`src/z88_bus_pkg.sv`:
```
`default_nettype none

package z88_bus_pkg;

  typedef logic [15:0] cpu_addr_t;  // Z80 logical address
  typedef logic [21:0] mem_addr_t;  // Bank and offset, 4 MB space
  typedef logic [7:0]  bank_t;
  typedef logic [7:0]  byte_t;

  // Bank boundaries of the reduced map
  localparam bank_t RAM_FIRST_BANK = 8'h20;
  localparam bank_t BANK_LIMIT     = 8'h40;  // First unmapped bank

  // I/O ports, decoded on addr[7:0]
  localparam byte_t PORT_PB0L = 8'h70;
  localparam byte_t PORT_PB0H = 8'h71;
  localparam byte_t PORT_SBRL = 8'h74;
  localparam byte_t PORT_SBRH = 8'h75;
  localparam byte_t PORT_COM  = 8'hB0;
  localparam byte_t PORT_KBD  = 8'hB2;
  localparam byte_t PORT_SR0  = 8'hD0;  // SR0..SR3 on D0..D3
  localparam byte_t PORT_TIM0 = 8'hD0;  // Read side of D0
  localparam byte_t PORT_TIM1 = 8'hD1;

  typedef struct packed {
    cpu_addr_t addr;
    byte_t     wdata;
    logic      mreq_n;
    logic      iorq_n;
    logic      rd_n;
    logic      wr_n;
  } cpu_bus_t;

  // Toward the external ROM and RAM
  typedef struct packed {
    mem_addr_t ma;
    byte_t     wdata;
    logic      rom_ce_n;
    logic      ram_ce_n;
    logic      oe_n;
    logic      we_n;
  } mem_bus_t;

endpackage

`default_nettype wire

```
`src/z88_video_pkg.sv`:
```
`default_nettype none

package z88_video_pkg;

  localparam int GLYPH_LINES = 8;  // 8x8 glyphs

  typedef logic [12:0] font_base_t;    // PB0
  typedef logic [10:0] screen_base_t;  // SBR, 2 KB units
  typedef logic [13:0] vram_addr_t;

  typedef logic [2:0] glyph_line_t;
  typedef logic [3:0] nibble_t;   // 4 pixels per VRAM word
  typedef logic [5:0] pix_y_t;    // Row * 8 + line
  typedef logic [7:0] pix_x_t;    // Nibble column

  // VRAM write port, one nibble per cycle
  typedef struct packed {
    vram_addr_t addr;
    nibble_t    data;
    logic       we;
  } vram_wr_t;

  // Screen fetch request, served in phase 2
  typedef struct packed {
    z88_bus_pkg::mem_addr_t va;
    logic                   req;
  } video_req_t;

endpackage

`default_nettype wire

```
`src/blink_timer.sv`:
```
`default_nettype none

module blink_timer
  import z88_bus_pkg::*;
#(
  parameter int CLK_PER_5MS = 50000
) (
  input  wire        clk,
  input  wire        rst_n,
  output logic [1:0] clkcnt,
  output logic       pm1,
  output logic       t_5ms,
  output logic       t_1s,
  output byte_t      tick_cnt,
  output byte_t      sec_cnt
);

  localparam int    DIV_W         = (CLK_PER_5MS > 1) ? $clog2(CLK_PER_5MS) : 1;
  localparam byte_t TICKS_PER_SEC = 8'd200;

  logic [DIV_W-1:0] div_cnt;

  // Four phase slot counter
  always_ff @(posedge clk) begin
    if (!rst_n) begin
      clkcnt <= 2'd0;
      pm1    <= 1'b1;  // Slot 0 starts right out of reset
    end else begin
      clkcnt <= clkcnt + 2'd1;
      pm1    <= (clkcnt == 2'd3);
    end
  end

  always_ff @(posedge clk) begin
    if (!rst_n) begin
      div_cnt <= '0;
      t_5ms   <= 1'b0;
    end else if (div_cnt == DIV_W'(CLK_PER_5MS - 1)) begin
      div_cnt <= '0;
      t_5ms   <= 1'b1;
    end else begin
      div_cnt <= div_cnt + 1'b1;
      t_5ms   <= 1'b0;
    end
  end

  // 200 ticks make one second
  always_ff @(posedge clk) begin
    if (!rst_n) begin
      tick_cnt <= '0;
      sec_cnt  <= '0;
      t_1s     <= 1'b0;
    end else if (t_5ms) begin
      if (tick_cnt == TICKS_PER_SEC - 8'd1) begin
        tick_cnt <= '0;
        sec_cnt  <= sec_cnt + 8'd1;
        t_1s     <= ~t_1s;  // Level, one edge per second
      end else begin
        tick_cnt <= tick_cnt + 8'd1;
      end
    end
  end

  a_pm1_phase0: assert property (@(posedge clk) disable iff (!rst_n)
    pm1 |-> clkcnt == 2'd0);

endmodule

`default_nettype wire

```
`src/blink_mmu.sv`:
```
`default_nettype none

module blink_mmu
  import z88_bus_pkg::*;
  import z88_video_pkg::*;
(
  input  wire             clk,
  input  wire             rst_n,
  input  wire       [1:0] clkcnt,
  input  wire cpu_bus_t   cpu_bus,
  input  wire video_req_t video_req,
  output mem_bus_t        mem_bus,
  output logic            unmapped
);

  bank_t     sr [4];  // Segment registers SR0..SR3
  logic      cpu_phase;
  logic      vid_slot;
  logic      cpu_rd;
  logic      cpu_wr;
  logic      access;
  logic      sel_rom;
  logic      sel_ram;
  logic      sr_wr;
  mem_addr_t sel_addr;
  bank_t     sel_bank;

  assign cpu_phase = ~clkcnt[1];  // Phases 0 and 1
  assign vid_slot  = (clkcnt == 2'd2) && video_req.req;
  assign cpu_rd    = cpu_phase && !cpu_bus.mreq_n && !cpu_bus.rd_n;
  assign cpu_wr    = cpu_phase && !cpu_bus.mreq_n && !cpu_bus.wr_n;

  // Segment register write at the end of phase 1
  assign sr_wr = (clkcnt == 2'd1) && !cpu_bus.iorq_n && !cpu_bus.wr_n &&
                 (cpu_bus.addr[7:2] == PORT_SR0[7:2]);

  always_ff @(posedge clk) begin
    if (!rst_n) begin
      for (int i = 0; i < 4; i++) begin
        sr[i] <= '0;
      end
    end else if (sr_wr) begin
      sr[cpu_bus.addr[1:0]] <= cpu_bus.wdata;
    end
  end

  // Video owns the bus in phase 2, otherwise the CPU address goes through its segment
  assign sel_addr = vid_slot ? video_req.va
                             : {sr[cpu_bus.addr[15:14]], cpu_bus.addr[13:0]};
  assign sel_bank = sel_addr[21:14];
  assign access   = vid_slot || cpu_rd || cpu_wr;

  assign sel_rom = access && (sel_bank < RAM_FIRST_BANK);
  assign sel_ram = access && (sel_bank >= RAM_FIRST_BANK) && (sel_bank < BANK_LIMIT);

  always_comb begin
    mem_bus.ma       = sel_addr;
    mem_bus.wdata    = cpu_bus.wdata;
    mem_bus.rom_ce_n = ~sel_rom;
    mem_bus.ram_ce_n = ~sel_ram;
    mem_bus.oe_n     = ~(vid_slot || cpu_rd);
    mem_bus.we_n     = ~(cpu_wr && sel_ram);  // ROM is never written
  end

  assign unmapped = cpu_rd && (sel_bank >= BANK_LIMIT);

  a_one_chip: assert property (@(posedge clk) disable iff (!rst_n)
    !(!mem_bus.rom_ce_n && !mem_bus.ram_ce_n));

endmodule

`default_nettype wire

```
`src/blink_io.sv`:
```
`default_nettype none

module blink_io
  import z88_bus_pkg::*;
  import z88_video_pkg::*;
(
  input  wire            clk,
  input  wire            rst_n,
  input  wire      [1:0] clkcnt,
  input  wire cpu_bus_t  cpu_bus,
  input  wire byte_t     mem_rdata,
  input  wire            unmapped,
  input  wire     [63:0] kbmatrix,
  input  wire byte_t     tick_cnt,
  input  wire byte_t     sec_cnt,
  output logic           lcdon,
  output font_base_t     pb0,
  output screen_base_t   sbr,
  output byte_t          cpu_rdata
);

  byte_t port;
  byte_t kbd_val;
  byte_t io_data;
  byte_t mem_data;
  logic  io_wr;
  logic  io_rd;
  logic  mem_rd;

  assign port   = cpu_bus.addr[7:0];
  assign io_wr  = (clkcnt == 2'd1) && !cpu_bus.iorq_n && !cpu_bus.wr_n;
  assign io_rd  = !cpu_bus.iorq_n && !cpu_bus.rd_n;
  assign mem_rd = !cpu_bus.mreq_n && !cpu_bus.rd_n;

  // COM, PB0 and SBR take the write at the end of phase 1
  always_ff @(posedge clk) begin
    if (!rst_n) begin
      lcdon <= 1'b0;
      pb0   <= '0;
      sbr   <= '0;
    end else if (io_wr) begin
      case (port)
        PORT_COM:  lcdon      <= cpu_bus.wdata[0];
        PORT_PB0L: pb0[7:0]   <= cpu_bus.wdata;
        PORT_PB0H: pb0[12:8]  <= cpu_bus.wdata[4:0];
        PORT_SBRL: sbr[7:0]   <= cpu_bus.wdata;
        PORT_SBRH: sbr[10:8]  <= cpu_bus.wdata[2:0];
        default: ;
      endcase
    end
  end

  // Rows selected by a 0 in addr[15:8], keys active low
  always_comb begin
    kbd_val = 8'hFF;
    for (int r = 0; r < 8; r++) begin
      if (!cpu_bus.addr[8+r]) begin
        kbd_val = kbd_val & kbmatrix[r*8 +: 8];
      end
    end
  end

  always_comb begin
    case (port)
      PORT_KBD:  io_data = kbd_val;
      PORT_TIM0: io_data = tick_cnt;   // 5 ms ticks, 0..199
      PORT_TIM1: io_data = sec_cnt;
      default:   io_data = 8'hFF;
    endcase
  end

  assign mem_data = unmapped ? 8'hFF : mem_rdata;  // Nothing answers above bank 3F

  always_comb begin
    if (io_rd) begin
      cpu_rdata = io_data;
    end else if (mem_rd) begin
      cpu_rdata = mem_data;
    end else begin
      cpu_rdata = 8'hFF;  // Floating bus
    end
  end

endmodule

`default_nettype wire

```
`src/lcd_screen.sv`:
```
`default_nettype none

module lcd_screen
  import z88_bus_pkg::*;
  import z88_video_pkg::*;
#(
  parameter int LCD_ROWS = 8,
  parameter int LCD_COLS = 64
) (
  input  wire                clk,
  input  wire                rst_n,
  input  wire          [1:0] clkcnt,
  input  wire                lcdon,
  input  wire                t_5ms,
  input  wire font_base_t    pb0,
  input  wire screen_base_t  sbr,
  input  wire byte_t         mem_rdata,
  output video_req_t         video_req,
  output vram_wr_t           vram_wr,
  output logic               frame
);

  localparam int ROW_W = (LCD_ROWS > 1) ? $clog2(LCD_ROWS) : 1;
  localparam int COL_W = (LCD_COLS > 1) ? $clog2(LCD_COLS) : 1;

  typedef enum logic [2:0] {
    IDLE,
    FETCH_CHAR,
    FETCH_GLYPH,
    WRITE_HI,
    WRITE_LO,
    DONE
  } state_t;

  state_t           state;
  logic [ROW_W-1:0] row;
  logic [COL_W-1:0] col;
  glyph_line_t      line;
  logic [10:0]      cell_off;  // Offset of the cell inside the SBR window
  byte_t            chr;
  byte_t            glyph;
  logic             vid_phase;
  logic             last_line;
  logic             last_col;
  logic             last_cell;
  pix_y_t           pix_y;
  pix_x_t           pix_x;

  assign vid_phase = (clkcnt == 2'd2);
  assign last_line = (line == glyph_line_t'(GLYPH_LINES - 1));
  assign last_col  = (col == COL_W'(LCD_COLS - 1));
  assign last_cell = (row == ROW_W'(LCD_ROWS - 1)) && last_col;

  always_ff @(posedge clk) begin
    if (!rst_n) begin
      state    <= IDLE;
      row      <= '0;
      col      <= '0;
      line     <= '0;
      cell_off <= '0;
    end else begin
      case (state)
        IDLE: begin
          if (t_5ms && lcdon) begin
            state    <= FETCH_CHAR;
            row      <= '0;
            col      <= '0;
            line     <= '0;
            cell_off <= '0;
          end
        end
        FETCH_CHAR:  if (vid_phase) state <= FETCH_GLYPH;
        FETCH_GLYPH: if (vid_phase) state <= WRITE_HI;
        WRITE_HI:    state <= WRITE_LO;  // Phase 3
        WRITE_LO: begin                  // Phase 0, next fetch fits the same slot grid
          if (!last_line) begin
            line  <= line + 3'd1;
            state <= FETCH_GLYPH;
          end else if (last_cell) begin
            line  <= '0;
            state <= DONE;
          end else begin
            line     <= '0;
            cell_off <= cell_off + 11'd1;
            state    <= FETCH_CHAR;
            if (last_col) begin
              col <= '0;
              row <= row + 1'b1;
            end else begin
              col <= col + 1'b1;
            end
          end
        end
        DONE:    state <= IDLE;
        default: state <= IDLE;
      endcase
    end
  end

  // Fetched bytes, taken at the end of phase 2
  always_ff @(posedge clk) begin
    if (vid_phase && state == FETCH_CHAR) begin
      chr <= mem_rdata;
    end
    if (vid_phase && state == FETCH_GLYPH) begin
      glyph <= mem_rdata;
    end
  end

  always_comb begin
    video_req.req = vid_phase && (state == FETCH_CHAR || state == FETCH_GLYPH);
    if (state == FETCH_CHAR) begin
      video_req.va = {sbr, 11'd0} + mem_addr_t'(cell_off);
    end else begin
      video_req.va = {pb0, chr[5:0], line};  // Glyph line in the font
    end
  end

  assign pix_y = {3'(row), line};
  assign pix_x = {7'(col), state == WRITE_LO};  // Odd nibble holds the low half

  always_comb begin
    vram_wr.we   = (state == WRITE_HI) || (state == WRITE_LO);
    vram_wr.addr = {pix_y, pix_x};
    vram_wr.data = (state == WRITE_HI) ? glyph[7:4] : glyph[3:0];
  end

  assign frame = (state == DONE);

  a_req_phase2: assert property (@(posedge clk) disable iff (!rst_n)
    video_req.req |-> clkcnt == 2'd2);

endmodule

`default_nettype wire

```
`src/z88_soc.sv`:
```
`default_nettype none

module z88_soc
  import z88_bus_pkg::*;
  import z88_video_pkg::*;
#(
  parameter int CLK_PER_5MS = 50000,
  parameter int LCD_ROWS    = 8,
  parameter int LCD_COLS    = 64
) (
  input  wire            clk,
  input  wire            rst_n,
  input  wire cpu_bus_t  cpu_bus,
  input  wire byte_t     mem_rdata,
  input  wire     [63:0] kbmatrix,
  output mem_bus_t       mem_bus,
  output byte_t          cpu_rdata,
  output logic           pm1,
  output vram_wr_t       vram_wr,
  output logic           lcdon,
  output logic           frame,
  output logic           t_1s
);

  logic [1:0]   clkcnt;
  logic         t_5ms;
  logic         unmapped;
  byte_t        tick_cnt;
  byte_t        sec_cnt;
  font_base_t   pb0;
  screen_base_t sbr;
  video_req_t   video_req;

  blink_timer #(
    .CLK_PER_5MS(CLK_PER_5MS)
  ) timer_i (
    .clk     (clk),
    .rst_n   (rst_n),
    .clkcnt  (clkcnt),
    .pm1     (pm1),
    .t_5ms   (t_5ms),
    .t_1s    (t_1s),
    .tick_cnt(tick_cnt),
    .sec_cnt (sec_cnt)
  );

  blink_mmu mmu_i (
    .clk      (clk),
    .rst_n    (rst_n),
    .clkcnt   (clkcnt),
    .cpu_bus  (cpu_bus),
    .video_req(video_req),
    .mem_bus  (mem_bus),
    .unmapped (unmapped)
  );

  blink_io io_i (
    .clk      (clk),
    .rst_n    (rst_n),
    .clkcnt   (clkcnt),
    .cpu_bus  (cpu_bus),
    .mem_rdata(mem_rdata),
    .unmapped (unmapped),
    .kbmatrix (kbmatrix),
    .tick_cnt (tick_cnt),
    .sec_cnt  (sec_cnt),
    .lcdon    (lcdon),
    .pb0      (pb0),
    .sbr      (sbr),
    .cpu_rdata(cpu_rdata)
  );

  lcd_screen #(
    .LCD_ROWS(LCD_ROWS),
    .LCD_COLS(LCD_COLS)
  ) screen_i (
    .clk      (clk),
    .rst_n    (rst_n),
    .clkcnt   (clkcnt),
    .lcdon    (lcdon),
    .t_5ms    (t_5ms),
    .pb0      (pb0),
    .sbr      (sbr),
    .mem_rdata(mem_rdata),
    .video_req(video_req),
    .vram_wr  (vram_wr),
    .frame    (frame)
  );

endmodule

`default_nettype wire

```
`config.mk`:
```
export PLATFORM = sky130hd
export DESIGN_NAME = z88_soc
export DESIGN_NICKNAME = d
export VERILOG_FILES = /design/src/z88_bus_pkg.sv /design/src/z88_video_pkg.sv /design/src/blink_timer.sv /design/src/blink_mmu.sv /design/src/blink_io.sv /design/src/lcd_screen.sv /design/src/z88_soc.sv
export SDC_FILE = /design/constraint.sdc
export NUM_CORES = 1
export LEC_CHECK = 0
export ABC_AREA = 1
export BUFFER_PORTS_ARGS = -buffer_cell sky130_fd_sc_hd__buf_2
export CAP_MARGIN = 30
export CORE_ASPECT_RATIO = 1.4
export CORE_MARGIN = 2
export CORE_UTILIZATION = 25
export DETAILED_ROUTE_END_ITERATION = 6
export GPL_ROUTABILITY_DRIVEN = 0
export SYNTH_ARGS = -nofsm -noshare
export SYNTH_HDL_FRONTEND = slang
export SYNTH_HIERARCHICAL = 1
export SYNTH_SLANG_ARGS = --single-unit
```
`constraint.sdc`:
```
create_clock -name clk -period 3.1 [get_ports clk]
set_clock_uncertainty 0.2 [all_clocks]
set_input_delay 0.31 -clock clk [delete_from_list [all_inputs] [get_ports clk]]
set_output_delay 0.31 -clock clk [all_outputs]
set_load 0.05 [all_outputs]
```
==> run metrics, run 1 <==
total track usage=15.30%; detailed placer's ending HPWL=19970 um; Synth Area in Compound Gates=7.452%; Crit Path Category=reg -> out; DR iter-0 viols=612; CP Data Required Time=2.59 ns; Net Sw Power=1203 uW; multiplexer share of the synthesized area=0.5600%; minimum clock period=3.008 ns; Fin. Hold Viols=0; Synth Area in Simple Gates=38.92%; antenna-violating nets left=0; Reg power frac=41.3%; FF-to-FF path depth=8; mapped cell area=8043 sq um; dpl cells=1739; crit-path max FO=8; Yosys cell types=42; #FFs+latches synth=134; total grt overflow=0; CTS buffer count=17; Ports=167; Cell Rows=77; WHS Path Cells=3; Max Fclk=0.3325 GHz; first-pass GRT wire length=40120 um; Critical Path Start Type=flip-flop; pwr/cell area=434.0 nW/um^2; wire per inst=14.51 um; syn nets=1315; sw frac=26.95%; drc violations=0; Ys Warns=6; antenna violations before repair=1; most frequent cells in the layout=nand2_1 (344), nor2_1 (199), inv_1 (169); Sink Count=134; final setup vio count=0; synthesized netlist cell count=1203; VDD IR max=0.3043 mV; max-cap viol count=0; Die W=155.6 um; max-slew violations=0; Worst-Skew Late Latency=0.43 ns; Main synth FF type=dfxtp_1; Vias=8130; # port buffers=165; asr flop ratio synth=0%; largest net degree at the start of global routing=32; Worst Max-Slew Pin Slew=0.6842 ns; core area=31600 sq um; Post-synth EDFFs=46; Area growth, synth to finish=27.83%; Rel. slew slack=54.22%; HP Class=in -> reg; CTS tree=yes; routed wire length=26010 um; post-synthesis adder-cell area fraction=1.556%; Non-Filler Instances=1792; Synth Area per Inst=6.686 sq um; ANT cells=0; Clock Pin Slew Worst Setup and Hold Paths=0.06 ns; number of buffers on the longest clock path=2; Pleak=0.004813 uW; share of layout cells above drive strength 1=22.05%; total power=4462 uW; post-synthesis xor/xnor area fraction=1.198%; Comb power frac=12.3%; Seq/Total Area, Yosys=39.08%; period utilisation layout=97.02%; die area=33640 sq um; clock network power share=46.4%; crit path DAT=2.50 ns; Final nets=1496; Int Pwr=3259 uW; Fin Setup TNS=0 ns; Via density=4.537; 1st-pass router iterations=5; multi-input logic area=4118 sq um; H-tree levels=4; fillcell total=3416; RSZ-0062 raised after global routing=true; register cell area after layout=3154 sq um; Root Buffer=clkbuf_16; commonest non-fill, non-tap cell in the layout=nand2_1; vias in the first global route=7821; largest family of logic cells by synthesized area=simple AND/OR/NAND/NOR gates; Initial Util=25.45%; status=finished clean; Crit. End Element=output pin; die height=216.2 um
==> layer usage <==
layer | global-route usage [%] | part of all wire [%] | vias to the layer above | wire length (um)
met5 | 0 | 0.062 | - | 16
li1 | - | - | 4116 | -
met2 | 27.29 | 51 | 243 | 13330
met4 | 7.462 | 3.7 | 2 | 950
met1 | 17.41 | 40 | 3716 | 10480
met3 | 2.839 | 4.7 | 53 | 1232
==> kinds of logic (layout without fill, tap and decap cells) <==
| group | count (synthesis) | after routing |
|---|---|---|
| compound gates | 113 | 113 |
| xor+xnor | 11 | 11 |
| fa+ha+maj | 10 | 10 |
| buf+inv | 213 | 407 |
| flops | 134 | 134 |
| mux | 4 | 4 |
| other cells | 1 | 1 |
| simple gates | 717 | 717 |
==> power by group through the flow <==
stage          clock (uW)  sequential (uW)  combinational, uW
5_1_grt              2180             1850                596
3_5_place_dp            0             1880                522
4_1_cts              2110             1850                539
2_1_floorplan           0             1890                314
6_report             2070             1840                547
3_3_place_gp            0             1880                520
==> stage by stage <==
stage               util, %  cell area (sq um)  worst slack (ns)  hold slack [ns]
CTS                   31.91              10080          0.004409          0.02358
global placement      29.45               9306            0.1468           0.2345
finish                32.53              10280           0.09225          0.02667
floorplan                 -               8063            0.1453           0.2089
global route          32.53              10280          -0.03820          0.05987
detailed placement    29.45               9306           0.04792           0.2379
==> cells in the mapped netlist (6+ instances only) <==
cell type	instances	share of area, %
nand4_1	16	1.2
nor3_1	13	0.81
o21ai_0	60	3.7
nand3_2	8	1.0
clkbuf_1	10	0.47
buf_4	10	0.93
ha_1	10	1.6
nand2_2	7	0.54
buf_2	7	0.44
buf_6	7	0.98
inv_1	173	8.1
edfxtp_1	46	17
dfxtp_1	88	22
a21oi_1	33	2.1
nor2_2	6	0.47
nor2_4	10	1.4
nand3_1	72	4.5
nand2_1	349	16
o21ai_1	8	0.50
nor2_1	215	10
xor2_1	6	0.65
==> worst max-delay path, stage by stage (launching register included) <==
cell and delay (ns):
dfxtp_4 0.38, inv_4 0.08, nand3_4 0.08, nand2_4 0.09, inv_2 0.04, nor2_1 0.10, nand2_1 0.10, nor2_4 0.15
inv_2 0.08, nand2_1 0.08, nand2_2 0.08, nor2_4 0.09, nor2_1 0.05, nand3b_1 0.16, buf_6 0.16, nor2_4 0.14
nor2_4 0.05, buf_8 0.15
==> state kept, by name, summed over array words and instances (netlist names), 2 cells and up <==
signal,count
screen_i/state,3
screen_i/line,3
io_i/pb0,13
timer_i/div_cnt,16
timer_i/sec_cnt,8
screen_i/chr,6
timer_i/clkcnt,2
timer_i/tick_cnt,8
screen_i/glyph,8
mmu_i/sr,32
screen_i/row,3
screen_i/col,6
io_i/sbr,11
screen_i/cell_off,11
==> final timing paths <==
path                                                          end                      startpoint  slack, ns
worst max-delay path                                 cpu_rdata[5]  screen_i/state[1]$_SDFFE_PN0P_       0.09
worst min-delay path                     io_i/pb0[7]$_SDFFE_PN0P_                     cpu_bus[11]       0.03
worst max register to register  screen_i/cell_off[7]$_SDFFE_PN0P_   screen_i/line[1]$_SDFFE_PN0P_       0.97
worst min register to register           io_i/pb0[9]$_SDFFE_PN0P_        io_i/pb0[9]$_SDFFE_PN0P_       0.25
==> layout make-up <==
| type | count | share of cell area [%] |
|---|---|---|
| Clock buffer | 20 | 4.868 |
| Multi-Input combinational cell | 856 | 40.05 |
| Inverter | 179 | 6.645 |
| Timing Repair Buffer | 196 | 11.85 |
| Tap cell | 395 | 4.807 |
| Sequential cell | 134 | 30.68 |
| Clock inverter | 12 | 1.095 |
==> repair_timing <==
item | in CTS | in global routing
hold buffers | 8 | 0
pin swaps | 1 | 16
hold endpoints to repair | 14 | 0
setup endpoints to repair | 8 | 8
buffers inserted | 4 | 9
resized for setup | 19 | 40
No activity file was read; power rests on OpenSTA's default activity.
==> inputs of run 2 (changes only) <==
--- a/config.mk
+++ b/config.mk
@@ -13,6 +13,7 @@
 export CORE_UTILIZATION = 25
 export DETAILED_ROUTE_END_ITERATION = 6
 export GPL_ROUTABILITY_DRIVEN = 0
+export RECOVER_POWER = 100
 export SYNTH_ARGS = -nofsm -noshare
 export SYNTH_HDL_FRONTEND = slang
 export SYNTH_HIERARCHICAL = 1
==> run metrics, run 2 (synthesis results as in run 1) <==
CTS buffer count=17; CP Data Required Time=2.59 ns; number of buffers on the longest clock path=2; Root Buffer=clkbuf_16; die area=33640 sq um; RSZ-0062 raised after global routing=true; max-slew violations=0; biggest regs=mmu_i/sr (32), timer_i/div_cnt (16), io_i/pb0 (13); Vias=8096; Cell Rows=77; die height=216.2 um; Pleak=0.004766 uW; share of layout cells above drive strength 1=20.97%; 1st-pass router iterations=7; final core utilization=32.42%; routed wire length=26010 um; minimum clock period=3.014 ns; ANT cells=0; crit path DAT=2.50 ns; wire per inst=14.51 um; Final nets=1496; commonest non-fill, non-tap cell in the layout=nand2_1; detailed placer's ending HPWL=19970 um; CTS tree=yes; antenna-violating nets left=0; fillcell total=3431; Area growth, synth to finish=27.38%; VDD IR max=0.3040 mV; HP Class=in -> reg; dpl cells=1739; Hold WS=0.03085 ns; pwr/cell area=435.6 nW/um^2; max-cap viol count=0; multi-input logic area=4103 sq um; core area=31600 sq um; Fin. Hold Viols=0; # port buffers=165; register cell area after layout=3154 sq um; H-tree levels=4; Non-Filler Instances=1792; Ports=167; Place WS=0.04792 ns; Largest register FFs=32; total track usage=15.30%; Crit. End Element=output pin; final setup vio count=0; first-pass GRT wire length=40120 um; Worst-Skew Late Latency=0.43 ns; status=finished clean; antenna violations before repair=1; Sink Count=134; crit-path max FO=8; Max Fclk=0.3318 GHz; most frequent cells in the layout=nand2_1 (345), nor2_1 (200), inv_1 (169); final worst slack=0.08633 ns; DR iter-0 viols=573; Biggest register=mmu_i/sr; Crit Path Category=reg -> out; Clock Pin Slew Worst Setup and Hold Paths=0.06 ns; largest net degree at the start of global routing=32; Initial Util=25.45%; Die W=155.6 um; Rel. slew slack=15.94%; Critical Path Start Type=flip-flop; Worst Max-Slew Pin Slew=1.261 ns; Via density=4.518; period utilisation layout=97.22%; total grt overflow=0; vias in the first global route=7821; drc violations=0
-- run 2: path summary, 6_finish.rpt --
path	cells after the start	slack, ns	start	endpoint
worst min-delay path	3	0.03	cpu_bus[11]	io_i/pb0[7]$_SDFFE_PN0P_
worst max register to register	8	0.94	screen_i/line[1]$_SDFFE_PN0P_	screen_i/cell_off[7]$_SDFFE_PN0P_
worst min register to register	2	0.25	io_i/pb0[9]$_SDFFE_PN0P_	io_i/pb0[9]$_SDFFE_PN0P_
worst max-delay path	17	0.09	screen_i/state[1]$_SDFFE_PN0P_	cpu_rdata[5]
-- run 2: worst max-delay path, stage by stage (launching register included) --
cell and delay (ns):
dfxtp_4 0.38, inv_4 0.08, nand3_4 0.08, nand2_4 0.09, inv_2 0.04, nor2_1 0.10, nand2_1 0.10, nor2_4 0.15
inv_2 0.08, nand2_1 0.08, nand2_2 0.08, nor2_4 0.09, nor2_1 0.05, nand3b_1 0.16, buf_6 0.16, nor2_4 0.14
nor2_4 0.05, buf_8 0.15
-- run 2: metrics by stage --
step | power, uW | area (sq um) | setup TNS [ns]
3_5_place_dp | 2407 | 9306 | 0
4_1_cts | 4499 | 10080 | 0
2_1_floorplan | 2199 | 8063 | 0
6_report | 4463 | 10240 | 0
3_3_place_gp | 2404 | 9306 | 0
5_1_grt | 4619 | 10240 | -0.2616
-- run 2: final cells by class --
class | count | share of cell area, %
tap | 395 | 4.824
inverter | 179 | 6.668
timing repair buffer | 196 | 11.69
sequential | 134 | 30.79
clock buffer | 20 | 4.885
multi-input combinational | 856 | 40.05
clock inverter | 12 | 1.099
-- run 2: what timing repair did --
action                                  CTS  global route
pin swaps                                 1            16
endpoints found under the hold margin    14             0
resized for setup                        19            40
endpoints found under the setup margin    8             8
buffers inserted                          4             9
hold buffers                              8             0
-- run 2: where the power goes --
group	internal, uW	leakage, uW	switching [uW]
Sequential	1830	0.00117	11.9
Clock	1250	0.000295	821
Combinational	172	0.00330	373
-- run 2: per-layer routing --
metal / vias up / wire [um] / GRT usage [%]
met5: - / 16 / 0
met4: 2 / 928 / 7.462
met3: 52 / 1101 / 2.839
met2: 227 / 13300 / 27.29
met1: 3697 / 10660 / 17.41
li1: 4118 / - / -
==> inputs of run 3 (changes only) <==
--- a/config.mk
+++ b/config.mk
@@ -14,7 +14,7 @@
 export DETAILED_ROUTE_END_ITERATION = 6
 export GPL_ROUTABILITY_DRIVEN = 0
 export RECOVER_POWER = 100
+export SETUP_SLACK_MARGIN = 0.15
 export SYNTH_ARGS = -nofsm -noshare
 export SYNTH_HDL_FRONTEND = slang
-export SYNTH_HIERARCHICAL = 1
 export SYNTH_SLANG_ARGS = --single-unit
==> run metrics, run 3 <==
status=finished clean; syn nets=1115; DR iter-0 viols=478; die area=30810 sq um; pwr/cell area=497.8 nW/um^2; # port buffers=165; Via density=4.688; Yosys cell types=42; asr flop ratio synth=0%; antenna-violating nets left=0; vias in the first global route=7021; final setup vio count=0; Main synth FF type=dfxtp_1; most frequent cells in the layout=nand2_1 (173), nor2_1 (171), inv_1 (119); CTS buffer count=17; Post-Layout Inst Area=9110 sq um; Fin. Hold Viols=0; biggest regs=mmu_i.sr (32), timer_i.div_cnt (16), io_i.pb0 (13); number of buffers on the longest clock path=2; Pleak=0.003727 uW; total grt overflow=0; Post-synth EDFFs=46; Synth Area per Inst=7.342 sq um; Rel. slew slack=11.53%; routed wl met2=12880 um; Synth area leader=dfxtp_1; Largest register FFs=32; met3 wire len=1406 um; largest net degree at the start of global routing=27; H-tree levels=4; share of layout cells above drive strength 1=18.34%; total track usage=16.62%; fillcell total=3175; dpl cell area=8544 sq um; #FFs+latches synth=134; Worst-Skew Late Latency=0.43 ns; die height=206.9 um; wire per inst=16.24 um; RSZ-0062 raised after global routing=true; Die W=148.9 um; drc violations=0; Initial Util=25.28%; max layer used=met4; VDD IR max=0.2960 mV; detailed placer's ending HPWL=20110 um; Critical Path Start Type=flip-flop; Seq/Total Area, Yosys=42.76%; Vias=7337; commonest non-fill, non-tap cell in the layout=nand2_1; register cell area after layout=3143 sq um; Non-Filler Instances=1565; DRT met1 WL=9888 um; Synth top cells by count=nor2_1 (170), nand2_1 (165), inv_1 (117); dpl cells=1524; top-count cell post-synth=nor2_1; mapped cell area=7350 sq um; Worst Max-Slew Pin Slew=1.327 ns; multi-input logic area=3427 sq um; CTS tree=yes; Ys Warns=0; antenna violations before repair=1; crit-path max FO=12; routed wire length=25420 um; period utilisation layout=96.39%; core area=29070 sq um; Cell Rows=74; crit path DAT=2.48 ns; dominant cells by area after synthesis=dfxtp_1 (24%), edfxtp_1 (19%), nor2_1 (8.7%); Fin Setup TNS=0 ns; Area growth, synth to finish=23.95%; CP Data Required Time=2.59 ns; minimum clock period=2.988 ns; max-slew violations=0; 1st-pass router iterations=7; synthesized netlist cell count=1001; Crit Path Category=reg -> out; Max Fclk=0.3347 GHz; total setup buffers inserted after CTS=0; first-pass GRT wire length=38500 um; Root Buffer=clkbuf_16; HP Class=in -> reg; Clock Pin Slew Worst Setup and Hold Paths=0.06 ns; Sink Count=134; final core utilization=31.34%; Ports=167; post-synth top area share=23.97%; max-cap viol count=0; Crit. End Element=output pin; Final nets=1285; Biggest register=mmu_i.sr
[run 3: cell count changes after synthesis, moves of 8 or more]
cell | previous run | this run
a21oi_1 | 33 | 55
inv_1 | 173 | 117
inv_2 | 5 | 13
nand2_1 | 349 | 165
nand2_2 | 7 | 17
nand3_1 | 72 | 57
nor2_1 | 215 | 170
o211ai_1 | 0 | 10
o21ai_0 | 60 | 84
o22ai_1 | 1 | 17
[run 3: layer usage]
layer	GRT usage [%]	vias to the layer above
li1	-	3645
met1	18.38	3421
met2	29.48	221
met3	3.648	50
met4	9.218	0
met5	0	-
[run 3: worst max-delay path: stages (launching register included)]
cell and delay (ns):
dfxtp_1 0.36, inv_1 0.17, nand3_2 0.18, nand2_1 0.17, nand2_2 0.14, buf_4 0.23, a211oi_1 0.39, a31oi_1 0.13
clkbuf_2 0.27
[run 3: area by class of cell]
class	count	area share, %
Timing Repair Buffer	187	10.44
Clock inverter	11	1.291
Multi-Input combinational cell	698	37.62
Inverter	133	5.507
Clock buffer	20	5.370
Tap cell	380	5.219
Sequential cell	134	34.50
Antenna cell	2	0.05494
[run 3: stage by stage]
step	worst slack, ns	hold WS (ns)	power, uW
finish	0.1120	0.02496	4535
global route	0.06206	0.02937	4690
detailed placement	0.1943	0.2364	2502
CTS	0.1628	0.02330	4571
global placement	0.2149	0.2275	2501
floorplan	0.3335	0.2089	2271
[run 3: what timing repair did]
| action | 4_1_cts | 5_1_grt |
|---|---|---|
| hold endpoints to repair | 14 | 0 |
| setup endpoints to repair | 0 | 26 |
| resized for setup | 0 | 13 |
| hold buffers | 8 | 0 |
[run 3: path summary, 6_finish.rpt]
kind / slack, ns / to / startpoint / cells after the start
worst max register to register: 0.32 / mmu_i.sr[1][1]$_SDFFCE_PN0P_ / timer_i.clkcnt[1]$_SDFF_PN0_ / 7
worst max-delay path: 0.11 / mem_bus[28] / screen_i.state[1]$_SDFFE_PN0P_ / 8
worst min register to register: 0.25 / io_i.pb0[12]$_SDFFE_PN0P_ / io_i.pb0[12]$_SDFFE_PN0P_ / 2
worst min-delay path: 0.02 / io_i.pb0[6]$_SDFFE_PN0P_ / cpu_bus[10] / 3
[run 3: power breakdown]
part | leakage, uW | total (uW) | switching (uW) | internal, uW
clock | 0.000303 | 2070 | 773 | 1290
combinational | 0.00226 | 616 | 453 | 162
sequential | 0.00117 | 1850 | 13.1 | 1840
total | 0.00373 | 4540 | 1240 | 3300
[run 3: cell families after synthesis]
family                     synth area share [%]
and+or+nand+nor                           28.99
AOI/OAI and AO/OA                         14.79
buffers and inverters                     9.670
DFF                                       42.76
adders and majority gates                 2.043
xor gates and xnor gates                  1.072
muxes                                    0.6128
other                                   0.05102
